## config.mk

```make
export PLATFORM = sky130hd
export DESIGN_NAME = max_pool_unit
export DESIGN_NICKNAME = d
export VERILOG_FILES = /design/src/cnn_data_pkg.sv /design/src/max_pool_unit.sv
export VERILOG_INCLUDE_DIRS = /design/src
export SDC_FILE = /design/constraint.sdc
export NUM_CORES = 1
export LEC_CHECK = 0
export BUFFER_PORTS_ARGS = -buffer_cell sky130_fd_sc_hd__buf_2
export CAP_MARGIN = 5
export CELL_PAD_IN_SITES_DETAIL_PLACEMENT = 1
export CELL_PAD_IN_SITES_GLOBAL_PLACEMENT = 2
export CORE_AREA = 8 8 84 86
export DETAILED_ROUTE_END_ITERATION = 12
export DIE_AREA = 0 0 92 94
export HOLD_SLACK_MARGIN = 0.03
export PLACE_DENSITY = 0.82
export SLEW_MARGIN = 20
export SYNTH_ARGS = -nofsm -noshare
export SYNTH_HDL_FRONTEND = slang
export SYNTH_SLANG_ARGS = --single-unit
export TNS_END_PERCENT = 20
```

## constraint.sdc

```tcl
create_clock -name clk -period 3.5 [get_ports clk]
set_clock_uncertainty 0.1 [all_clocks]
set_input_delay 0.7 -clock clk [delete_from_list [all_inputs] [get_ports clk]]
set_output_delay 0.7 -clock clk [all_outputs]
set_load 0.005 [all_outputs]
```

## src/cnn_consts.svh

```systemverilog
`ifndef CNN_CONSTS_SVH
`define CNN_CONSTS_SVH

// float16 element
`define DATA_WIDTH 16

// one buffer half, offsets within it
`define FM_ADDR_WIDTH 9
`define FM_RAM_HALF 512

// map side up to 15
`define FM_SIZE_WIDTH 4

// up to 7 slices
`define DEPTH_WIDTH 3

// window side 1 to 3
`define POOL_SIZE_WIDTH 2

`define LAYER_NUM_WIDTH 4

`endif

```

## src/cnn_data_pkg.sv

```systemverilog
`default_nettype none

`include "cnn_consts.svh"

package cnn_data_pkg;

	// one float16 element
	typedef logic [`DATA_WIDTH-1:0] fp16_t;

	// offset inside one half of the feature map buffer
	typedef logic [`FM_ADDR_WIDTH-1:0] fm_addr_t;

	typedef logic [`FM_SIZE_WIDTH-1:0] fm_size_t;   // map side length
	typedef logic [`DEPTH_WIDTH-1:0] depth_t;       // slice count or index

	// pooling window side
	typedef logic [`POOL_SIZE_WIDTH-1:0] pool_size_t;

endpackage

`default_nettype wire

```

## src/max_pool_unit.sv

```systemverilog
`default_nettype none

`include "cnn_consts.svh"

module max_pool_unit (
	input  wire                        clk,
	input  wire                        rst,
	input  wire                        in_valid_i,
	input  wire                        in_first_i,
	input  wire                        in_last_i,
	input  wire cnn_data_pkg::fp16_t   in_data_i,
	output logic                       result_valid_o,
	output cnn_data_pkg::fp16_t        result_data_o
);
	import cnn_data_pkg::*;

	fp16_t max_q;
	fp16_t max_nxt;

	// unsigned key that sorts like the float value, -0 just below +0
	function automatic fp16_t order_key(input fp16_t v);
		if (v[`DATA_WIDTH-1]) begin
			return ~v;
		end else begin
			return {1'b1, v[`DATA_WIDTH-2:0]};
		end
	endfunction

	always_comb begin
		if (in_first_i) begin
			max_nxt = in_data_i;   // new window
		end else if (order_key(in_data_i) > order_key(max_q)) begin
			max_nxt = in_data_i;
		end else begin
			max_nxt = max_q;   // ties keep the earlier one
		end
	end

	always_ff @(posedge clk) begin
		if (in_valid_i) begin
			max_q <= max_nxt;
			if (in_last_i) begin
				result_data_o <= max_nxt;
			end
		end
	end

	always_ff @(posedge clk or negedge rst) begin
		if (!rst) begin
			result_valid_o <= 1'b0;
		end else begin
			result_valid_o <= in_valid_i && in_last_i;
		end
	end

endmodule

`default_nettype wire

```

Yosys cells after proc, flatten, opt, wreduce, memory -nomap -nowiden. Index checks and enable logic that the tools add are counted.

Flip-flop bits (word level): 33. Bits of input ports: 21. Word-level logic and storage cells: 14.

Magnitude comparators: 1. Multiplexer cells: 6. Bitwise gates (word level): 2. Reduce and logical (&&, ||, !) cells: 2.

Operators with widths (count): $mux W16 (6); $not A16 Y16 (2); $gt A16 B16 Y1 (1); $reduce_and A2 Y1 (1); $logic_and A1 B1 Y1 (1).

Depth between registers and ports, before layout.
Depth after elaboration: 6. Mapped depth: 10. Mapped depth without buffers: 7.

Worst setup path after synthesis. OpenSTA, ideal clock, no wires.

Kind: in2reg. From: input port in_data_i[15]. To: register max_q[10], data pin. Arrival: 3.484 ns. Data required time: 3.138 ns. Slack: -0.346 ns. Stages: 10. Path through: clkbuf_1 clkbuf_1 xor2_1 ha_1 nand4_2 or4_4 a21o_1 a31oi_4 buf_12 mux2_4.

Cells in the longest elaborated chain, start to end: 6.

Ends and longest elaborated chain: from (decl) (line max_pool_unit.sv:11) `input wire cnn_data_pkg::fp16_t in_data_i,`; $not A16 Y16 (line max_pool_unit.sv:23) `return ~v;`; $mux W16 (*) (line max_pool_unit.sv:22) `` if (v[`DATA_WIDTH-1]) begin ``; $mux W16 (*) (line max_pool_unit.sv:30) `if (in_first_i) begin`; $gt A16 B16 Y1 (*) (line max_pool_unit.sv:32) `end else if (order_key(in_data_i) > order_key(max_q)) begin`; $mux W16 (*) (line max_pool_unit.sv:32); $mux W16 (*) (line max_pool_unit.sv:30); named net max_nxt[10] (line max_pool_unit.sv:18) `fp16_t max_nxt;`; to (signal assigned) (line max_pool_unit.sv:41) `max_q <= max_nxt;`; to (decl) (line max_pool_unit.sv:17) `fp16_t max_q;`.

Mark *: on every way through the listed nets, which the timed path passes. The rest lies on a longest branch. The select of a mux whose other input is x is not followed. A chain may end at the register's enable or synchronous reset.

Final worst setup path.
From: register max_q[15]. To: register result_data_o[4], data pin.

Cells in the longest elaborated chain, start to end: 6.

Ends and longest elaborated chain: $not A16 Y16 (line max_pool_unit.sv:23); $mux W16 (*) (line max_pool_unit.sv:22); $mux W16 (*) (line max_pool_unit.sv:30); $gt A16 B16 Y1 (*) (line max_pool_unit.sv:32); $mux W16 (*) (line max_pool_unit.sv:32); $mux W16 (*) (line max_pool_unit.sv:30); named net max_nxt[4] (line max_pool_unit.sv:18); to (signal assigned) (line max_pool_unit.sv:43) `result_data_o <= max_nxt;`; to (decl) (line max_pool_unit.sv:13) `output cnn_data_pkg::fp16_t result_data_o`.

Marks and branches as above.

==> impl_results.md <==
* Final ANT Viol Nets at 0
* CP Data Arrival Time at 3100 ps
* Post-Route WL at 4.21 mm
* H-tree depth at 2
* Initial Utilization at 0.328
* Dpl ws at 37.5 ps
* Final non-filler cell total at 250
* Relative slew slack at 0.432
* Number of I/O port buffers at 37
* Final period util at 0.904
* Top post-synthesis cells by area: edfxtp_1, ha_1, mux2_4
* Pleak at 0.000934 uW
* Final worst setup slack at 335 ps
* Root buf cell: clkbuf_8
* Vias at 1,157
* First drt pass iteration count at 2
* Worst-path maximum fanout at 12
* Global Route Usage Sum at 0.102
* Skew-Pair Late Insertion Delay at 290 ps
* Overall power at 1140 uW
* VDD IR-drop max at 0.000273 V
* Area Overhead vs Synth at 21.6%
* Yosys cell types at 24
* Vias in the first global route at 1,360
* Net Count, Synth at 166
* Synthesized area at 1880 um^2
* Die ar. at 8650 um^2
* Syn avg cell area at 14.6 um^2
* CORE AREA at 5750 um^2
* Chip height at 94 um
* Initial antenna violation count at 0
* Starting DRC count in detailed routing at 8
* GP Congestion at 0.827
* Placed cells at 242
* Cell accounting for the most synthesized area: edfxtp_1
* Pin count of the biggest net entering global routing at 18
* Row count at 28
* Final Setup Violations at 0
* Worst hold slack at 75.8 ps
* Routed WL per cell at 16.8 um
* Ratio of cells with drive above 1 in the final layout at 0.394
* Diode count at 0
* Top-level I/O count at 38
* Filler instances at 637
* Maximum clock frequency at 316 MHz
* Period minus WS final at 3160 ps
* Path category of the worst min-delay check: primary input to async pin
* TritonCTS Buffers at 5
* Cells after synthesis at 129
* Dpl hpwl at 3.29 mm
* Post-CTS sizing at 0
* Post-CTS Setup Inserts at 0
* Sink Count at 33
* RSZ-0062 raised after global routing: false
* Post-synth top area share at 0.510
* Hold buffer count at CTS at 0
* Setup_tns at 0 ps
* Max cap viols at 0
* Pwr Density at 496 nW/um^2
* First-pass GRT wire length at 6.77 mm
* Vias per inst at 4.63
* Die W at 92 um
* DRC Markers at 0
* Grt total ovfl at 0
* WS Path Type: flop to flop
* Status: finished, final reports clean
* CTS Buffer Depth at 2
* Startpoint type of the worst setup path: flop
* Synthesis-stage register bit count at 33
* Critical Path End Type: flop
* Hold Fails Final Rpt at 0
* Worst-margin pin slew at 851 ps
* CTS tree: yes
* CTS clk-pin slew, worst paths at 70 ps
* Net count, final at 211
* Synth Warn # at 0
* Fin. max-slew vios at 0
* Data required time of the worst path at 3430 ps
* Seq/Total Area, Yosys at 0.523
-- layer usage --
layer | vias to the layer above | GRT usage | routed length, um
met2 | 25 | 0.185 | 2220
met1 | 558 | 0.107 | 1720
met3 | 6 | 0.0400 | 222
met4 | 0 | 0.0322 | 53
li1 | 568 | - | -
met5 | - | 0 | 0
-- sequential cells by signal, summed over array words and instances, names as in the netlist --
| signal | count |
|---|---|
| result_valid_o | 1 |
| result_data_o | 16 |
| max_q | 16 |
-- critical path, stage by stage (launching register included) --
cell	delay, ps
edfxtp_1	570
buf_4	250
xnor2_1	130
ha_1	280
nand4_2	80
or4_4	550
a21o_1	190
a31oi_4	200
buf_12	190
mux2_2	360
-- cell usage after synthesis (all sizes together) --
cell and n:
xor2 15, inv 1, or4 1, nor2 3, nand2 5, a31oi 1, nand4 3, dfrtp 1
nor3 1, o211ai 1, mux2 16, clkbuf 4, o21ai 3, ha 16, a21o 1, a21oi 6
xnor2 15, edfxtp 32, and2 1, nor2b 1, buf 1, a311oi 1
-- worst paths after layout --
kind                               endpoint  slack [ps]  startpoint  depth (start not counted)
min                          result_valid_o          80         rst                          1
min in group clk           result_data_o[5]         530    max_q[5]                          1
max in group asynchronous    result_valid_o        3140         rst                          1
max reg2reg                result_data_o[4]         340   max_q[15]                          9
max                        result_data_o[4]         340   max_q[15]                          9
min reg2reg                result_data_o[5]         530    max_q[5]                          1
-- logic make-up (layout without fill, tap and decap cells) --
kind of cell	Yosys count	count (layout)	synth area share
flops	33	33	0.523
simple gates	15	15	0.0471
buf+inv	6	52	0.0206
mux	16	16	0.116
compound gates	13	13	0.0478
fa+ha+maj	16	16	0.106
xor+xnor	30	30	0.139
-- stage by stage --
stage / area [um^2] / util
2_1_floorplan: 1900 / -
3_3_place_gp: 2190 / 0.380
3_5_place_dp: 2190 / 0.380
4_1_cts: 2290 / 0.399
5_1_grt: 2290 / 0.399
6_report: 2290 / 0.399
-- final cells by class --
| type | count | area, um^2 | area share |
|---|---|---|---|
| well taps | 75 | 93.8 | 0.0409 |
| multi-input cells | 90 | 860 | 0.375 |
| repair buffers | 43 | 243 | 0.106 |
| clock inverters | 2 | 33.8 | 0.0147 |
| inverters | 1 | 3.75 | 0.00164 |
| flip-flops and latches | 33 | 986 | 0.430 |
| clock buffers | 6 | 72.6 | 0.0317 |
-- layout by cell type, fill, tap and decap left out, types with 2 or more instances in the layout --
master	Yosys	layout
mux2_2	6	6
edfxtp_1	32	32
xnor2_1	15	15
ha_1	16	16
mux2_4	10	10
nor2_1	3	3
nand2_1	5	5
buf_4	0	5
nand4_1	2	2
a21oi_1	6	6
xor2_1	15	15
buf_2	0	37
o21ai_0	3	3
clkbuf_8	0	5
-- power breakdown --
group          total, uW  internal [uW]  switching [uW]
registers            502            482            20.1
logic                289            148             141
clock network        345            210             135
total               1140            840             296
Note: power is estimated with default switching activity, not from simulation.
