### src/cnn_consts.svh
`ifndef CNN_CONSTS_SVH
`define CNN_CONSTS_SVH

// float16 element
`define DATA_WIDTH 16

// one buffer half, offsets within it
`define FM_ADDR_WIDTH 9
`define FM_RAM_HALF 512

// map side up to 15
`define FM_SIZE_WIDTH 4

// up to 7 slices
`define DEPTH_WIDTH 3

// window side 1 to 3
`define POOL_SIZE_WIDTH 2

`define LAYER_NUM_WIDTH 4

`endif

### src/cnn_data_pkg.sv
`default_nettype none

`include "cnn_consts.svh"

package cnn_data_pkg;

	// one float16 element
	typedef logic [`DATA_WIDTH-1:0] fp16_t;

	// offset inside one half of the feature map buffer
	typedef logic [`FM_ADDR_WIDTH-1:0] fm_addr_t;

	typedef logic [`FM_SIZE_WIDTH-1:0] fm_size_t;   // map side length
	typedef logic [`DEPTH_WIDTH-1:0] depth_t;       // slice count or index

	// pooling window side
	typedef logic [`POOL_SIZE_WIDTH-1:0] pool_size_t;

endpackage

`default_nettype wire

### src/cnn_ctrl_pkg.sv
`default_nettype none

`include "cnn_consts.svh"

package cnn_ctrl_pkg;

	// encoding as on the host side, conv and fc codes unused here
	typedef enum logic [1:0] {
		LAYER_PREP = 2'd0,
		LAYER_POOL = 2'd2
	} layer_type_e;

	typedef enum logic [2:0] {
		ST_IDLE,
		ST_LOAD,
		ST_ISSUE,   // start one window
		ST_WAIT,    // window in flight
		ST_DONE     // result write or load finish
	} layer_state_e;

	typedef logic [`LAYER_NUM_WIDTH-1:0] layer_num_t;

endpackage

`default_nettype wire

### src/layer_ctrl.sv
`default_nettype none

`include "cnn_consts.svh"

module layer_ctrl (
	input  wire                              clk,
	input  wire                              rst,
	input  wire cnn_ctrl_pkg::layer_type_e   layer_type_i,
	input  wire cnn_ctrl_pkg::layer_num_t    layer_num_i,
	input  wire cnn_data_pkg::fp16_t         init_fm_data_i,
	input  wire cnn_data_pkg::fm_addr_t      write_fm_addr_i,
	input  wire                              init_fm_data_done_i,
	input  wire                              result_valid_i,
	input  wire cnn_data_pkg::fp16_t         result_data_i,
	input  wire cnn_data_pkg::fm_addr_t      out_addr_i,
	input  wire                              last_win_i,
	output logic                             layer_start_o,
	output logic                             win_start_o,
	output logic                             wr_en_o,
	output logic                             wr_half_o,
	output cnn_data_pkg::fm_addr_t           wr_addr_o,
	output cnn_data_pkg::fp16_t              wr_data_o,
	output logic                             cur_half_o,
	output logic                             init_fm_ram_ready_o,
	output logic                             layer_ready_o
);
	import cnn_data_pkg::*;
	import cnn_ctrl_pkg::*;

	layer_state_e state_q;
	layer_num_t cur_num_q;
	fm_addr_t res_addr_q;
	fp16_t res_data_q;

	logic new_layer;
	logic load_en;
	logic load_wr;
	logic pool_start;
	logic pool_wr;

	assign new_layer = layer_num_i != cur_num_q;

	// loading also runs straight after reset, before any layer is ready
	assign load_en = layer_type_i == LAYER_PREP &&
		(state_q == ST_LOAD || (state_q == ST_IDLE && (new_layer || !layer_ready_o)));
	assign load_wr = load_en && !init_fm_data_done_i;
	assign pool_start = state_q == ST_IDLE && new_layer &&
		layer_type_i == LAYER_POOL && init_fm_ram_ready_o;
	assign pool_wr = state_q == ST_DONE && layer_type_i == LAYER_POOL;

	assign layer_start_o = pool_start;   // rewinds the address generator
	assign win_start_o = state_q == ST_ISSUE;

	// host load goes to half 0, results to the idle half
	assign wr_en_o = load_wr || pool_wr;
	assign wr_half_o = load_wr ? 1'b0 : ~cur_half_o;
	assign wr_addr_o = load_wr ? write_fm_addr_i : res_addr_q;
	assign wr_data_o = load_wr ? init_fm_data_i : res_data_q;

	always_ff @(posedge clk or negedge rst) begin
		if (!rst) begin
			state_q             <= ST_IDLE;
			cur_num_q           <= '0;
			cur_half_o          <= 1'b0;
			init_fm_ram_ready_o <= 1'b0;
			layer_ready_o       <= 1'b0;
		end else begin
			if (state_q == ST_IDLE && new_layer) begin
				cur_num_q     <= layer_num_i;
				layer_ready_o <= 1'b0;
			end
			if (load_en) begin
				if (init_fm_data_done_i) begin
					init_fm_ram_ready_o <= 1'b1;
					state_q             <= ST_DONE;
				end else begin
					init_fm_ram_ready_o <= 1'b0;
					state_q             <= ST_LOAD;
				end
			end else begin
				case (state_q)
					ST_IDLE: begin
						if (pool_start) begin
							state_q <= ST_ISSUE;
						end
					end
					ST_LOAD: state_q <= ST_IDLE;   // type left prep mid-load
					ST_ISSUE: state_q <= ST_WAIT;
					ST_WAIT: begin
						if (result_valid_i) begin
							state_q <= ST_DONE;
						end
					end
					ST_DONE: begin
						if (pool_wr) begin
							if (last_win_i) begin
								cur_half_o    <= ~cur_half_o;   // results become the input
								layer_ready_o <= 1'b1;
								state_q       <= ST_IDLE;
							end else begin
								state_q <= ST_ISSUE;
							end
						end else begin
							cur_half_o    <= 1'b0;   // fresh map lives in half 0
							layer_ready_o <= 1'b1;
							state_q       <= ST_IDLE;
						end
					end
					default: state_q <= ST_IDLE;
				endcase
			end
		end
	end

	// result held for the write cycle
	always_ff @(posedge clk) begin
		if (result_valid_i) begin
			res_addr_q <= out_addr_i;
			res_data_q <= result_data_i;
		end
	end

endmodule

`default_nettype wire

### config.mk
export PLATFORM = sky130hd
export DESIGN_NAME = layer_ctrl
export DESIGN_NICKNAME = d
export VERILOG_FILES = /design/src/cnn_data_pkg.sv /design/src/cnn_ctrl_pkg.sv /design/src/layer_ctrl.sv
export VERILOG_INCLUDE_DIRS = /design/src
export SDC_FILE = /design/constraint.sdc
export NUM_CORES = 1
export LEC_CHECK = 0
export BUFFER_PORTS_ARGS = -buffer_cell sky130_fd_sc_hd__clkbuf_2
export CAP_MARGIN = 20
export CORE_MARGIN = 3
export CORE_UTILIZATION = 40
export CTS_CLUSTER_SIZE = 12
export DETAILED_ROUTE_END_ITERATION = 16
export MAX_ROUTING_LAYER = met4
export PLACE_DENSITY_LB_ADDON = 0.05
export SLEW_MARGIN = 20
export SYNTH_ARGS = -nofsm -noshare
export SYNTH_HDL_FRONTEND = slang
export SYNTH_SLANG_ARGS = --single-unit
### constraint.sdc
create_clock -name clk -period 3.4 [get_ports clk]
set_input_delay 0.51 -clock clk [delete_from_list [all_inputs] [get_ports clk]]
set_output_delay 0.51 -clock clk [all_outputs]
set_load 0.01 [all_outputs]
# After elaboration in Yosys (flattened, before gate mapping)
# Cells that the tools add are included.
# totals
reg_bits	35
inputBits	61
wordCells	52
output_inout_bits	32
# classes
n_mux	18
reduce_logical	16
eq_ne	9
n_bitwise	2
# ops
op	count
two-way mux 16 bit	1
two-way mux 3 bit	5
one-hot mux 3 bit (4 select lines)	1
two-way mux 1 bit	9
two-way mux 9 bit	1
logical AND 1 bit	7
== test 3 x 2 -> 1 bit (second input constant)	2
inequality test 3 bit (second input constant)	2
inequality test 4 bit	1
== test 3 x 1 -> 1 bit (second input constant)	1
== test 3 bit (second input constant)	1
zero test 3 bit	1
logical OR 1 bit	3
AND reduction 3 bit	1
== test 2 bit (second input constant)	1
zero test 1 bit	2
zero test 2 bit	1
two-way mux 2 bit	1
inequality test 2 bit (second input constant)	1
NOT 1 bit	2
AND reduction 2 bit	1

# Depth between registers and ports, before layout
# logic_depth
ltp_word	7
depth_mapped	5
depth_no_buf	4

# Worst setup path after synthesis
# Ideal clock, no wire load.
# synth_path
path_kind	input-to-output
from	in layer_num_i[2]
to	out wr_data_o[10]
path_stages	5
setup_slack_ps	1200
required_ps	2890
n_path_buf	1
arrival_time_ps	1690
cell_sequence	xnor2_2 > nand4_4 > o211ai_4 > buf_8 > mux2_4
# synth_between
elab_chain_cells	7
# synth_lines
element	line	source
start: declaration	layer_ctrl.sv:9	input wire cnn_ctrl_pkg::layer_num_t layer_num_i,
inequality test 4 bit	layer_ctrl.sv:41	assign new_layer = layer_num_i != cur_num_q;
logical OR 1 bit	layer_ctrl.sv:45	(state_q == ST_LOAD || (state_q == ST_IDLE && (new_layer || !layer_ready_o)));
logical AND 1 bit	layer_ctrl.sv:45	
logical OR 1 bit	layer_ctrl.sv:45	
logical AND 1 bit	layer_ctrl.sv:44	assign load_en = layer_type_i == LAYER_PREP &&
logical AND 1 bit	layer_ctrl.sv:46	assign load_wr = load_en && !init_fm_data_done_i;
two-way mux 16 bit	layer_ctrl.sv:58	assign wr_data_o = load_wr ? init_fm_data_i : res_data_q;
end: declaration	layer_ctrl.sv:22	output cnn_data_pkg::fp16_t wr_data_o,
# Every way passes these cells.

# Worst setup path after layout
# layout_path
from	reg cur_num_q[0]
to	out wr_data_o[15]
# layout_between
elab_chain_cells	7
# layout_lines
element	line	source
start: declaration	layer_ctrl.sv:31	layer_num_t cur_num_q;
start signal: assignment	layer_ctrl.sv:69	cur_num_q <= layer_num_i;
inequality test 4 bit	layer_ctrl.sv:41	
logical OR 1 bit	layer_ctrl.sv:45	
logical AND 1 bit	layer_ctrl.sv:45	
logical OR 1 bit	layer_ctrl.sv:45	
logical AND 1 bit	layer_ctrl.sv:44	
logical AND 1 bit	layer_ctrl.sv:46	
two-way mux 16 bit	layer_ctrl.sv:58	
# Every way passes these cells.

==> metrics.md <==
| Metric | Value |
|---|---|
| CTS Sinks | `35` |
| Cell taking the most area after synthesis | `edfxtp_1` |
| Startpoint Class | `register` |
| RSZ-0062 raised after global routing | `no` |
| #FFs+latches synth | `35` |
| I/O Pins | `93` |
| CP endpoint kind | `output port` |
| Final Critical Period | `2820 ps` |
| Leak | `1.13 nW` |
| CP max FO | `16` |
| Placed Cells | `245` |
| First-pass GRT wire length | `5590 µm` |
| Worst-Skew Late Latency | `280 ps` |
| Fin area | `about 0.0023 mm²` |
| Post-route ant nets | `0` |
| Max Fclk | `355 MHz` |
| Layout cell share with drive strength beyond 1 | `~67%` |
| Setup Slack @ Placement | `roughly 670 ps` |
| Status | `finished, final reports clean` |
| Number of flops mapped to enable cells by yosys | `25` |
| Synth area leaders | `edfxtp_1 43%, mux2_4 15%, dfrtp_1 14%` |
| Final Non-Filler Cells | `roughly 250` |
| Register area | `0.00100 mm²` |
| Grt total ovfl | `0` |
| CTS tree | `yes` |
| Total wire length | `3540 µm` |
| Syn-to-layout area delta | `33.8%` |
| Pwr Total | `1.31 mW` |
| Placer congestion estimate | `0.895` |
| R2r setup slk | `between 1500 and 2000 ps` |
| Net Count, Synth | `166` |
| Crit path DAT | `between 2000 and 2500 ps` |
| Initial antenna violation count | `0` |
| Average wire per cell in the routed design | `between 10 and 15 µm` |
| HPWL Detailed | `2710 µm` |
| Most numerous cell in the Yosys netlist | `edfxtp_1` |
| Async SR Flop Fraction | `roughly 29%` |
| VDD IR max | `405 µV` |
| Antenna Cells | `0` |
| Worst-path clk slew | `70 ps` |
| Die X | `71.8 µm` |
| Die area | `0.00515 mm²` |
| Setup TNS | `0 ps` |
| Final worst slack | `582 ps` |
| Final cycle utilization of the critical path | `82.9%` |
| Vias | `between 1,000 and 1,500` |
| Worst-Margin Slew | `655 ps` |
| Largest net degree at the start of global routing | `28` |
| Finished Core Util | `56.6%` |
| Starting Density | `42.3%` |
| Postcts setup bufs | `0` |
| Synth top cells by count | `25 x edfxtp_1, 17 x mux2_4, 13 x mux2_2` |
| Main synth FF type | `edfxtp_1` |
| Synthesis Warnings | `0` |
| Layout Skew | `5.13 ps` |
| Remaining DRCs | `0` |
| Synth top area share | `43.4%` |
| Final #Nets | `around 260` |
| Via/cell ratio | `4.74` |
| Max-cap violation count | `0` |
| Maximum buffer depth of the clock tree | `2` |
| CTS resizes | `0` |
| Port buffer count | `around 90` |
| Register area share after synthesis | `57.9%` |
| WS Path Type | `register to output port` |
| Final Setup Violations | `0` |
| Placement Cell Area | `0.00223 mm²` |
| Critical Path RT | `between 2000 and 3000 ps` |
| Drt pass-1 iters | `4` |
| Fillers | `359` |
| Final Hold Fails | `0` |
| Die Y | `around 72 µm` |
| Worst slew margin | `56.0%` |
| Total core area | `0.00409 mm²` |
| Mean Syn Cell Area | `16.5 µm²` |
| Post-Syn Instances | `around 110` |
| Post-CTS Hold Fix Bufs | `0` |
| Worst min-delay path category | `input pin to async pin` |
| Final Max Tran Viols | `0` |
| Synthesized area | `about 0.0017 mm²` |
| Cell Rows | `23` |
| Synth cell types | `24` |
| Pwr/cell area | `566 mW/mm²` |
| Multi-input logic area | `around 690 µm²` |
| Total GRT Usage | `14.6%` |
| Vias in the first global route | `about 1,200` |
| 1st-iter DRT viols | `52` |
| H-tree depth | `2` |
| Final hold slack | `94.2 ps` |
| Number of buffers created by CTS | `5` |
| Clock root cell | `clkbuf_8` |
-- routing by layer --
layer  vias to the layer above  track usage [%]  part of all wire, %
met5                         -                -                    0
met4                         0             3.97                 0.90
met3                         4             5.61                  9.6
met2                        62             22.7                   49
met1                       549             17.8                   41
li1                        585                -                    -
-- state kept, by name, indices dropped and copies added, names as in the netlist --
register and cells:
state_q 3, res_addr_q 9, layer_ready_o 1, cur_num_q 4
res_data_q 16, init_fm_ram_ready_o 1, cur_half_o 1
-- cell families after synthesis --
logic type	Yosys count	synth area share [%]
muxes	30	23.2
buffers and inverters	4	2.46
DFF	35	57.9
xor gates and xnor gates	4	3.76
AOI/OAI and AO/OA	10	4.20
and+or+nand+nor	22	8.47
-- critical path, cell delays in order, from the launching register on --
cell and delay (ps):
dfrtp_1 400, xnor2_2 210, nand4_4 150, o211ai_4 540, buf_12 240, mux2_2 350
clkbuf_2 130
-- layout by cell type (no fill, tap or decap), drive strengths merged --
cell    instances
o211ai          1
o21ai           4
nor3            2
nor2            2
inv             1
clkbuf         98
nand2           5
buf             1
clkinv          2
nor2b           2
o22ai           1
dfrtp          10
edfxtp         25
xnor2           4
nand3           2
a21oi           3
nand2b          5
nand4           1
nor3b           1
nor4            2
a21bo           1
mux2           30
-- final timing paths --
path / from / endpoint / cells past startpoint
hold reg to reg: init_fm_ram_ready_o / init_fm_ram_ready_o / 1
max in group asynchronous: rst / cur_num_q[1] / 1
min in group clk: result_data_i[9] / res_data_q[9] / 1
setup reg to reg: state_q[2] / cur_num_q[2] / 2
setup / recovery: cur_num_q[0] / wr_data_o[15] / 6
hold / removal: rst / state_q[2] / 1
-- report_power, final --
part	switching, mW	internal [mW]
sequential	0.0756	0.538
clock	0.136	0.139
combinational	0.188	0.233
total	0.400	0.911
-- layout make-up --
type	instances	area share, %
Sequential cell	35	43.3
Multi-Input combinational cell	66	29.6
Timing Repair Buffer	93	20.8
Clock buffer	6	3.14
Tap cell	50	2.70
Clock inverter	2	0.324
Inverter	1	0.162
No activity file was read; power rests on OpenSTA's default activity.
