**src/cnn_consts.svh**
```systemverilog
`ifndef CNN_CONSTS_SVH
`define CNN_CONSTS_SVH

// float16 element
`define DATA_WIDTH 16

// one buffer half, offsets within it
`define FM_ADDR_WIDTH 9
`define FM_RAM_HALF 512

// map side up to 15
`define FM_SIZE_WIDTH 4

// up to 7 slices
`define DEPTH_WIDTH 3

// window side 1 to 3
`define POOL_SIZE_WIDTH 2

`define LAYER_NUM_WIDTH 4

`endif

```
**src/cnn_data_pkg.sv**
```systemverilog
`default_nettype none

`include "cnn_consts.svh"

package cnn_data_pkg;

	// one float16 element
	typedef logic [`DATA_WIDTH-1:0] fp16_t;

	// offset inside one half of the feature map buffer
	typedef logic [`FM_ADDR_WIDTH-1:0] fm_addr_t;

	typedef logic [`FM_SIZE_WIDTH-1:0] fm_size_t;   // map side length
	typedef logic [`DEPTH_WIDTH-1:0] depth_t;       // slice count or index

	// pooling window side
	typedef logic [`POOL_SIZE_WIDTH-1:0] pool_size_t;

endpackage

`default_nettype wire

```
**src/pool_addr_gen.sv**
```systemverilog
`default_nettype none

`include "cnn_consts.svh"

module pool_addr_gen (
	input  wire                            clk,
	input  wire                            rst,
	input  wire                            win_start_i,
	input  wire                            layer_start_i,
	input  wire cnn_data_pkg::fm_size_t    fm_size_i,
	input  wire cnn_data_pkg::depth_t      fm_depth_i,
	input  wire cnn_data_pkg::pool_size_t  pool_win_size_i,
	output logic                           rd_en_o,
	output logic                           rd_first_o,
	output logic                           rd_last_o,
	output cnn_data_pkg::fm_addr_t         rd_addr_o,
	output cnn_data_pkg::fm_addr_t         out_addr_o,
	output logic                           last_win_o
);
	import cnn_data_pkg::*;

	logic busy_q;
	logic first_q;      // origin still on the first window of the layer
	fm_size_t org_row_q;
	fm_size_t org_col_q;
	depth_t slice_q;
	pool_size_t in_row_q;
	pool_size_t in_col_q;
	fm_addr_t out_addr_q;

	logic [`FM_SIZE_WIDTH:0] col_end;
	logic [`FM_SIZE_WIDTH:0] row_end;
	logic col_fits;
	logic row_fits;
	logic slice_last;
	logic row_last;
	logic col_last;
	fm_addr_t slice_base;
	fm_addr_t row_idx;
	fm_addr_t col_idx;

	// far edge of the next window along each axis
	assign col_end = {1'b0, org_col_q} + (`FM_SIZE_WIDTH+1)'(2 * pool_win_size_i);
	assign row_end = {1'b0, org_row_q} + (`FM_SIZE_WIDTH+1)'(2 * pool_win_size_i);
	assign col_fits = col_end <= {1'b0, fm_size_i};
	assign row_fits = row_end <= {1'b0, fm_size_i};
	assign slice_last = slice_q == fm_depth_i - 1'b1;
	assign last_win_o = !col_fits && !row_fits && slice_last;

	assign row_last = in_row_q == pool_win_size_i - 1'b1;
	assign col_last = in_col_q == pool_win_size_i - 1'b1;

	// slice-major, then row-major
	assign slice_base = fm_addr_t'(slice_q) * fm_addr_t'(fm_size_i) * fm_addr_t'(fm_size_i);
	assign row_idx = fm_addr_t'(org_row_q) + fm_addr_t'(in_row_q);
	assign col_idx = fm_addr_t'(org_col_q) + fm_addr_t'(in_col_q);
	assign rd_addr_o = slice_base + row_idx * fm_addr_t'(fm_size_i) + col_idx;

	assign rd_en_o = busy_q;
	assign rd_first_o = busy_q && in_row_q == '0 && in_col_q == '0;
	assign rd_last_o = busy_q && row_last && col_last;
	assign out_addr_o = out_addr_q;

	always_ff @(posedge clk or negedge rst) begin
		if (!rst) begin
			busy_q     <= 1'b0;
			first_q    <= 1'b1;
			org_row_q  <= '0;
			org_col_q  <= '0;
			slice_q    <= '0;
			in_row_q   <= '0;
			in_col_q   <= '0;
			out_addr_q <= '0;
		end else if (layer_start_i) begin
			busy_q     <= 1'b0;
			first_q    <= 1'b1;
			org_row_q  <= '0;
			org_col_q  <= '0;
			slice_q    <= '0;
			out_addr_q <= '0;
		end else if (win_start_i) begin
			busy_q   <= 1'b1;
			first_q  <= 1'b0;
			in_row_q <= '0;
			in_col_q <= '0;
			if (!first_q) begin // step past the window just finished
				out_addr_q <= out_addr_q + 1'b1;
				if (col_fits) begin
					org_col_q <= org_col_q + fm_size_t'(pool_win_size_i);
				end else begin
					org_col_q <= '0;   // partial column window dropped
					if (row_fits) begin
						org_row_q <= org_row_q + fm_size_t'(pool_win_size_i);
					end else begin
						org_row_q <= '0;
						slice_q   <= slice_q + 1'b1;
					end
				end
			end
		end else if (busy_q) begin
			if (col_last) begin
				in_col_q <= '0;
				in_row_q <= in_row_q + 1'b1;
				if (row_last) begin
					busy_q   <= 1'b0;
					in_row_q <= '0;
				end
			end else begin
				in_col_q <= in_col_q + 1'b1;
			end
		end
	end

endmodule

`default_nettype wire

```
**config.mk**
```make
export PLATFORM = sky130hd
export DESIGN_NAME = pool_addr_gen
export DESIGN_NICKNAME = d
export VERILOG_FILES = /design/src/cnn_data_pkg.sv /design/src/pool_addr_gen.sv
export VERILOG_INCLUDE_DIRS = /design/src
export SDC_FILE = /design/constraint.sdc
export NUM_CORES = 1
export LEC_CHECK = 0
export ABC_AREA = 1
export ABC_CLOCK_PERIOD_IN_PS = 6580
export BUFFER_PORTS_ARGS = -buffer_cell sky130_fd_sc_hd__buf_2
export CAP_MARGIN = 20
export CORE_MARGIN = 10
export CORE_UTILIZATION = 30
export DETAILED_ROUTE_END_ITERATION = 6
export SYNTH_ARGS = -nofsm -noshare
export SYNTH_HDL_FRONTEND = slang
export SYNTH_SLANG_ARGS = --single-unit
export TNS_END_PERCENT = 30
```
**constraint.sdc**
```tcl
create_clock -name clk -period 6.58 [get_ports clk]
set_input_delay 0.329 -clock clk [delete_from_list [all_inputs] [get_ports clk]]
set_output_delay 0.329 -clock clk [all_outputs]
set_load 0.05 [all_outputs]
```
# After elaboration in Yosys (flattened, before gate mapping)
# Index checks and enable logic that the tools add are counted.
# word_totals
input_bits	13
elab_cells	83
output_inout_bits	22
latch_bits	0
romBits	0
n_memories	0
reg_bits	26
ram_bits	0
# op_classes
n_shift	0
n_reduce_logical	18
addsub	14
div	0
order_cmp	2
mux	31
eq_ne	6
n_mul	3
n_bitwise	1
# ops
cell	n
$mux W4	9
$mux W9	3
$mux W3	5
$mux W2	7
$add A4 B2 Y5	2
$add A4 B3 Y5	2
$le A5 B4 Y1	2
$add A9 B1 Y9 const B	1
$add A9 B5 Y9	1
$add A9 B9 Y9	1
$mul A5 B4 Y9	1
$mul A7 B4 Y9	1
$add A4 B2 Y4	2
$mul A3 B4 Y7	1
$mux W1	7
$logic_and A1 B1 Y1	6
$ne A2 B2 Y1 const B	3
$reduce_and A3 Y1	2
$reduce_bool A2 Y1	3
$add A2 B1 Y2 const B	2
$eq A2 B2 Y1	2
$logic_not A2 Y1	2
$reduce_and A2 Y1	2
$reduce_and A4 Y1	1
other kinds (6)	7

# Logic depth before layout (Yosys ltp)
# Gate-level depths: netlist of run 1.
# depth
word_depth	7
ltp_mapped	31
mapped_depth_nobuf	30

# Least setup slack after synthesis of run 1
# No wires, ideal clock.
# synth_path
kind	input-to-output
start	input fm_size_i[2]
end	output rd_addr_o[8]
setup_slack_ns	0.490
t_arrival_ns	5.761
n_path_buf	1
required_time_ns	6.251
path_stages	23
path_cell_list	clkbuf_1 -> nand2_1 -> inv_1 -> fa_1 -> ha_1 -> inv_1 -> fa_1 -> or2_2 -> fa_1 -> fa_1 -> inv_1 -> fa_1 -> inv_1 -> fa_1 -> inv_1 -> fa_1 -> nand4_1 -> nand3_1 -> nand3_1 -> nand2_1 -> nand2_1 -> inv_1 -> nor2_1
# synth_via
elab_chain_cells	4
word_cells_on_any_way	5
# synth_rtl
element	line	source
start, declared	pool_addr_gen.sv:10	input wire cnn_data_pkg::fm_size_t fm_size_i,
$mul A3 B4 Y7	pool_addr_gen.sv:54	assign slice_base = fm_addr_t'(slice_q) * fm_addr_t'(fm_size_i) * fm_addr_t'(fm_size_i);
$mul A7 B4 Y9	pool_addr_gen.sv:54	
$add A9 B9 Y9 (*)	pool_addr_gen.sv:57	assign rd_addr_o = slice_base + row_idx * fm_addr_t'(fm_size_i) + col_idx;
$add A9 B5 Y9 (*)	pool_addr_gen.sv:57	
end, declared	pool_addr_gen.sv:16	output cnn_data_pkg::fm_addr_t rd_addr_o,
# Every way passes the cells marked *; elsewhere a longest branch is shown, timed or not.

# Worst setup path after layout of run 1
# layout_path
start	register slice_q[2]
end	output rd_addr_o[8]
# layout_via
elab_chain_cells	4
# layout_rtl
element	line	source
start, declared	pool_addr_gen.sv:26	depth_t slice_q;
start signal, assigned	pool_addr_gen.sv:96	slice_q <= slice_q + 1'b1;
$mul A3 B4 Y7	pool_addr_gen.sv:54	
$mul A7 B4 Y9	pool_addr_gen.sv:54	
$add A9 B9 Y9	pool_addr_gen.sv:57	
$add A9 B5 Y9	pool_addr_gen.sv:57	
# No other way between the ends.

==> flow_summary.toml, run 1 <==
[route]
ant_nets = 0
dr.pass1.iters = 4
remaining_drc_errors = 0
totalWireLength_um = 8140
viasPerCell = 4.36
avgRoutedWirePerCell_um = 11.5
vias = 3086
drt-initial-drc-count = 161

[grt]
grt_max_degree = 27
grt_pass1_vias = 3254
antenna_found_initial = 0
grt_pass1_wl_um = 14400
grt_use_total_pct = 9.38
grt.overflow.total = 0

[final_layout]
area_growth_pct = 11.2
nFillCells = 1363
final_nets = 642
antenna_cells = 0
layout-drive-gt1-share_pct = 10.3
multi_input_area_um2 = 2670
post-route-util_pct = 33.9
regArea_um2 = 652
final_common_cell = "inv_1"
layout_common_cells = "125 x inv_1, 107 x nand2_1, 51 x ha_1"

[floorplan]
die_x_um = 133
rows = 41
initial_utilization_pct = 30.5
boundaryPins = 35
core_um2 = 12600
fp.dieH_um = 133
dieArea_um2 = 17800

[power_and_ir_drop]
pwr-share-clk_pct = 8.4
p_sw_mw = 1.11
netSwitchingFraction_pct = 61.1
p_total_mw = 1.82
p_int_uw = 708
p_per_area_nw_per_um2 = 425
p_seq_share_pct = 12.6
power_frac_comb_pct = 79.1
vdd_ir_drop_max_uv = 312
p_leak_nw = 2.49

[hold_path]
holdCritPathClass = "input port to async pin"

[critical_path]
crit_path_max_fanout = 7
critical_path_arrival_ns = 5.89
cp-end-kind = "primary output"
slowest_stage = "fa_1"
crit_type = "flip-flop to primary output"
path_cells = "nand2_1 > inv_1 > fa_1 > ha_1 > inv_1 > fa_1 > or2_2 > fa_1 > fa_1 > inv_1 > fa_1 > inv_1 > fa_1 > inv_1 > fa_1 > nand4_1 > nand3_1 > nand3_1 > nand2_1 > nand2_1 > inv_1 > nor2_1 > clkbuf_4"
critPathMaxStageDelay_ns = 0.53
cp.required_ns = 6.25
start_kind = "flip-flop"
path_common_cell = "fa_1"

[clocking]
clkLatencyLatePin_ns = 0.27
clock_sinks = 26
clockBufferDepth = 2
clk_pin_slew_ns = 0.07
cts_max_level = 1
postCtsSetupBuffers = 0
numCtsBuffers = 3
cts_tree = "built"
cts_root_buf = "clkbuf_16"

[timing]
setup_slack_ns = 0.366
worst_slew_pin_slew_ns = 0.613
fin_crit_sh_pct = 94.4
rsz0062_at_grt = "no"
clock.fmax_mhz = 161
hold_viol = 0
period_minus_slack_ns = 6.21
setup_violations = 0
max_slew_margin_pct = 59.1
finalSetupTns_ns = 0
fin_skew_ns = 0.00871
slew_violations = 0

[synth]
ys_seq_elements = 26
synth.distinct_cells = 31
synth.cell_area_um2 = 3850
avgSynthCellArea_um2 = 7.58
synthesis.nets = 613
synthCells = 508
yosysWarnings = 0
ys_seq_area_share_pct = 16.9

[run_status]
status = "finished clean"

[placed_design]
placement.io_buffers = 34
hpwl_um = 6990
globalplace.congestion = 0.829
post-place-ws_ns = 0.536

[job]
drv_cap = 0
[critical path: cells and delay by family, from the launching register on]
| family | cells | cell delay [ns] |
|---|---|---|
| buffers and inverters | 7 | 0.53 |
| adders and majority gates | 8 | 3.63 |
| DFF | 1 | 0.47 |
| and+or+nand+nor | 8 | 0.98 |
[metal layers]
metal / up-vias / share of wire [%] / wire (µm) / global-route usage [%]
met1: 1456 / 48 / 3910 / 11.9
met4: 0 / 0.72 / 59 / 1.81
met2: 36 / 49 / 3980 / 16.9
met5: - / 0 / 0 / 0
li1: 1590 / - / - / -
met3: 4 / 2.4 / 196 / 0.940
[repair_timing]
| item | in CTS | in global routing |
|---|---|---|
| hold buffers | 0 | 0 |
| endpoints found under the setup margin | 0 | 1 |
| gates resized for setup | 0 | 1 |
[per-stage QoR]
stage / cell area [µm²] / std cells / hold slack (ns)
after floorplan: 3850 / 508 / 0.0334
final: 4280 / 708 / 0.0715
after global placement: 4190 / 704 / 0.372
after detailed placement: 4190 / 704 / 0.373
after global routing: 4280 / 708 / 0.112
after CTS: 4280 / 708 / 0.0886
[path summary, 6_finish.rpt]
check                                   from           end  slack [ns]  cells past startpoint
worst max-delay path              slice_q[2]  rd_addr_o[8]        0.37                     23
worst min-delay path                     rst   in_row_q[1]        0.07                      1
worst max register to register  org_row_q[1]  org_row_q[0]        4.09                     13
worst min register to register       first_q       first_q        0.49                      2
max in group asynchronous                rst  org_col_q[3]        6.11                      1
min in group clk                 win_start_i       first_q        0.25                      2
[flip-flops by register name, indices dropped and copies added, names as in the netlist]
name,count
slice_q,3
org_row_q,4
rd_en_o,1
in_row_q,2
out_addr_o,9
org_col_q,4
first_q,1
in_col_q,2
[layout make-up]
class	instances	share of cell area, %
multi-input combinational	344	62.4
sequential	26	15.2
inverter	128	11.2
tap	172	5.02
timing repair buffer	34	4.03
clock buffer	4	2.07
[cell usage after synthesis (all sizes together)]
master | count | area (µm²)
o21ai | 17 | 85.1
a21o | 1 | 7.51
nor3 | 6 | 35.0
a21oi | 16 | 80.1
fa | 41 | 821
a31oi | 1 | 6.26
or2 | 2 | 12.5
clkbuf | 6 | 23.8
dfstp | 1 | 26.3
nand3b | 1 | 7.51
inv | 128 | 480
dfrtp | 25 | 626
buf | 4 | 22.5
o21bai | 1 | 7.51
nand3 | 26 | 140
nand4 | 8 | 56.3
nand2 | 110 | 425
xnor2 | 5 | 43.8
nor2 | 42 | 168
ha | 51 | 638
xor2 | 16 | 140
[cells by family after synthesis]
family                   count (synthesis)  synth area share [%]
adder cells (fa/ha/maj)                 92                  37.9
AND/OR/NAND/NOR                        195                  21.9
flip-flops                              26                  16.9
AO/OA/AOI/OAI                           36                  4.84
XOR/XNOR                                21                  4.77
buffers and inverters                  138                  13.7
[power groups by stage]
stage	sequential (mW)	combinational (mW)	clock, mW
6_report	0.229	1.44	0.152
2_1_floorplan	0.214	1.21	0
3_3_place_gp	0.230	1.46	0
3_5_place_dp	0.233	1.48	0
5_1_grt	0.236	1.63	0.161
4_1_cts	0.230	1.48	0.155
Note: power is estimated with default switching activity, not from simulation.
==> run 2: changes to the inputs <==
- BUFFER_PORTS_ARGS: -buffer_cell sky130_fd_sc_hd__buf_2 -> -buffer_cell sky130_fd_sc_hd__buf_4
==> flow_summary.toml, run 2 (same netlist as run 1, synthesis figures left out) <==
[run_status]
status = "finished clean"

[grt]
grt_use_total_pct = 9.34
grt_pass1_wl_um = 14400
grt.overflow.total = 0
grt_max_degree = 27
grt_pass1_vias = 3187
antenna_found_initial = 0

[floorplan]
die_x_um = 133
fp.dieH_um = 133
dieArea_um2 = 17800
initial_utilization_pct = 30.5
rows = 41
boundaryPins = 35
core_um2 = 12600

[power_and_ir_drop]
pwr-share-clk_pct = 7.8
vdd_ir_drop_max_uv = 327
p_leak_nw = 2.51
p_sw_mw = 1.12
p_int_uw = 785
p_total_mw = 1.90
p_seq_share_pct = 12.1
netSwitchingFraction_pct = 58.7
p_per_area_nw_per_um2 = 435
power_frac_comb_pct = 80.1

[route]
ant_nets = 0
top_layer = "met4"
wl_met2_um = 4090
totalWireLength_um = 8310
remaining_drc_errors = 0
avgRoutedWirePerCell_um = 11.7
viasPerCell = 4.40
wl_met3_um = 249
vias = 3120
drt-initial-drc-count = 125
met1_length_um = 3910
dr.pass1.iters = 6

[final_layout]
antenna_cells = 0
area_growth_pct = 13.6
largest_reg_flops = 9
nFillCells = 1365
layout-drive-gt1-share_pct = 10.2
final_nets = 643
layout_common_cells = "125 x inv_1, 107 x nand2_1, 51 x ha_1"
final_common_cell = "inv_1"
post-route-util_pct = 34.7

[timing]
period_minus_slack_ns = 6.19
slew_violations = 0
worst_slew_pin_slew_ns = 0.423
clock.fmax_mhz = 162
setup_violations = 0
max_slew_margin_pct = 71.8
fin_skew_ns = 0.00323
fin_crit_sh_pct = 94.1
setup_slack_ns = 0.389
hold_viol = 0
finalSetupTns_ns = 0
rsz0062_at_grt = "no"
hold_ws_ns = 0.257

[placed_design]
placement.io_buffers = 34
hpwl_um = 7050
globalplace.congestion = 0.812
post-place-ws_ns = 0.609

[clocking]
numCtsBuffers = 3
post_cts_resized = 0
cts_tree = "built"
clk_pin_slew_ns = 0.07
cts_max_level = 1
clock_sinks = 26
cts_root_buf = "clkbuf_16"
clkLatencyLatePin_ns = 0.26
clockBufferDepth = 2

[critical_path]
start_kind = "flip-flop"
crit_type = "flip-flop to primary output"
cp-end-kind = "primary output"
cp.required_ns = 6.25
crit_path_max_fanout = 7
critical_path_arrival_ns = 5.86

[job]
drv_cap = 0

[hold_path]
holdCritPathClass = "input port to flip-flop"
[run 2: worst paths after layout]
path / startpoint / end / slack, ns / cells past startpoint
hold reg to reg: first_q / first_q / 0.50 / 2
setup reg to reg: org_row_q[1] / org_row_q[1] / 4.09 / 13
setup / recovery: slice_q[2] / rd_addr_o[8] / 0.39 / 23
hold / removal: win_start_i / first_q / 0.26 / 2
max in group asynchronous: rst / first_q / 5.76 / 2
min in group asynchronous: rst / out_addr_o[6] / 0.51 / 2
[run 2: layer usage]
layer | vias to the layer above | GRT usage (%)
met5 | - | 0
met4 | 0 | 1.63
met3 | 6 | 1.13
met2 | 45 | 17.1
met1 | 1481 | 11.5
li1 | 1588 | -
[run 2: critical path, cell delays in order (launching register included)]
cell and delay, ns:
dfrtp_1 0.47, nand2_1 0.09, inv_1 0.05, fa_1 0.53
ha_1 0.16, inv_1 0.06, fa_1 0.50, or2_2 0.33
fa_1 0.46, fa_1 0.52, inv_1 0.05, fa_1 0.47
inv_1 0.05, fa_1 0.52, inv_1 0.06, fa_1 0.47
nand4_1 0.12, nand3_1 0.12, inv_1 0.08, nand2_1 0.05
nand2_1 0.07, nor2_1 0.05, nor2_1 0.10, buf_4 0.20
[run 2: cell type report]
type | count | area (µm²) | area share [%]
clock buffer | 4 | 88.8 | 2.03
timing repair buffer | 35 | 265 | 6.06
multi-input combinational | 344 | 2670 | 61.1
inverter | 128 | 480 | 11.0
sequential | 26 | 652 | 14.9
tap | 172 | 215 | 4.92
[run 2: through the flow]
stage	instances	area (µm²)
after floorplan	508	3850
after global placement	704	4280
after detailed placement	704	4280
after CTS	709	4380
after global routing	709	4380
final	709	4380
[run 2: repair_timing]
action | 4_1_cts | 5_1_grt
endpoints found under the hold margin | 25 | 0
hold buffers | 1 | 0
setup buffers | 0 | 0
[run 2: power groups by stage]
stage	combinational, mW	sequential, mW	clock, mW
floorplan	1.21	0.214	0
global placement	1.54	0.230	0
detailed placement	1.57	0.232	0
CTS	1.57	0.229	0.151
global route	1.73	0.237	0.156
finish	1.52	0.229	0.149
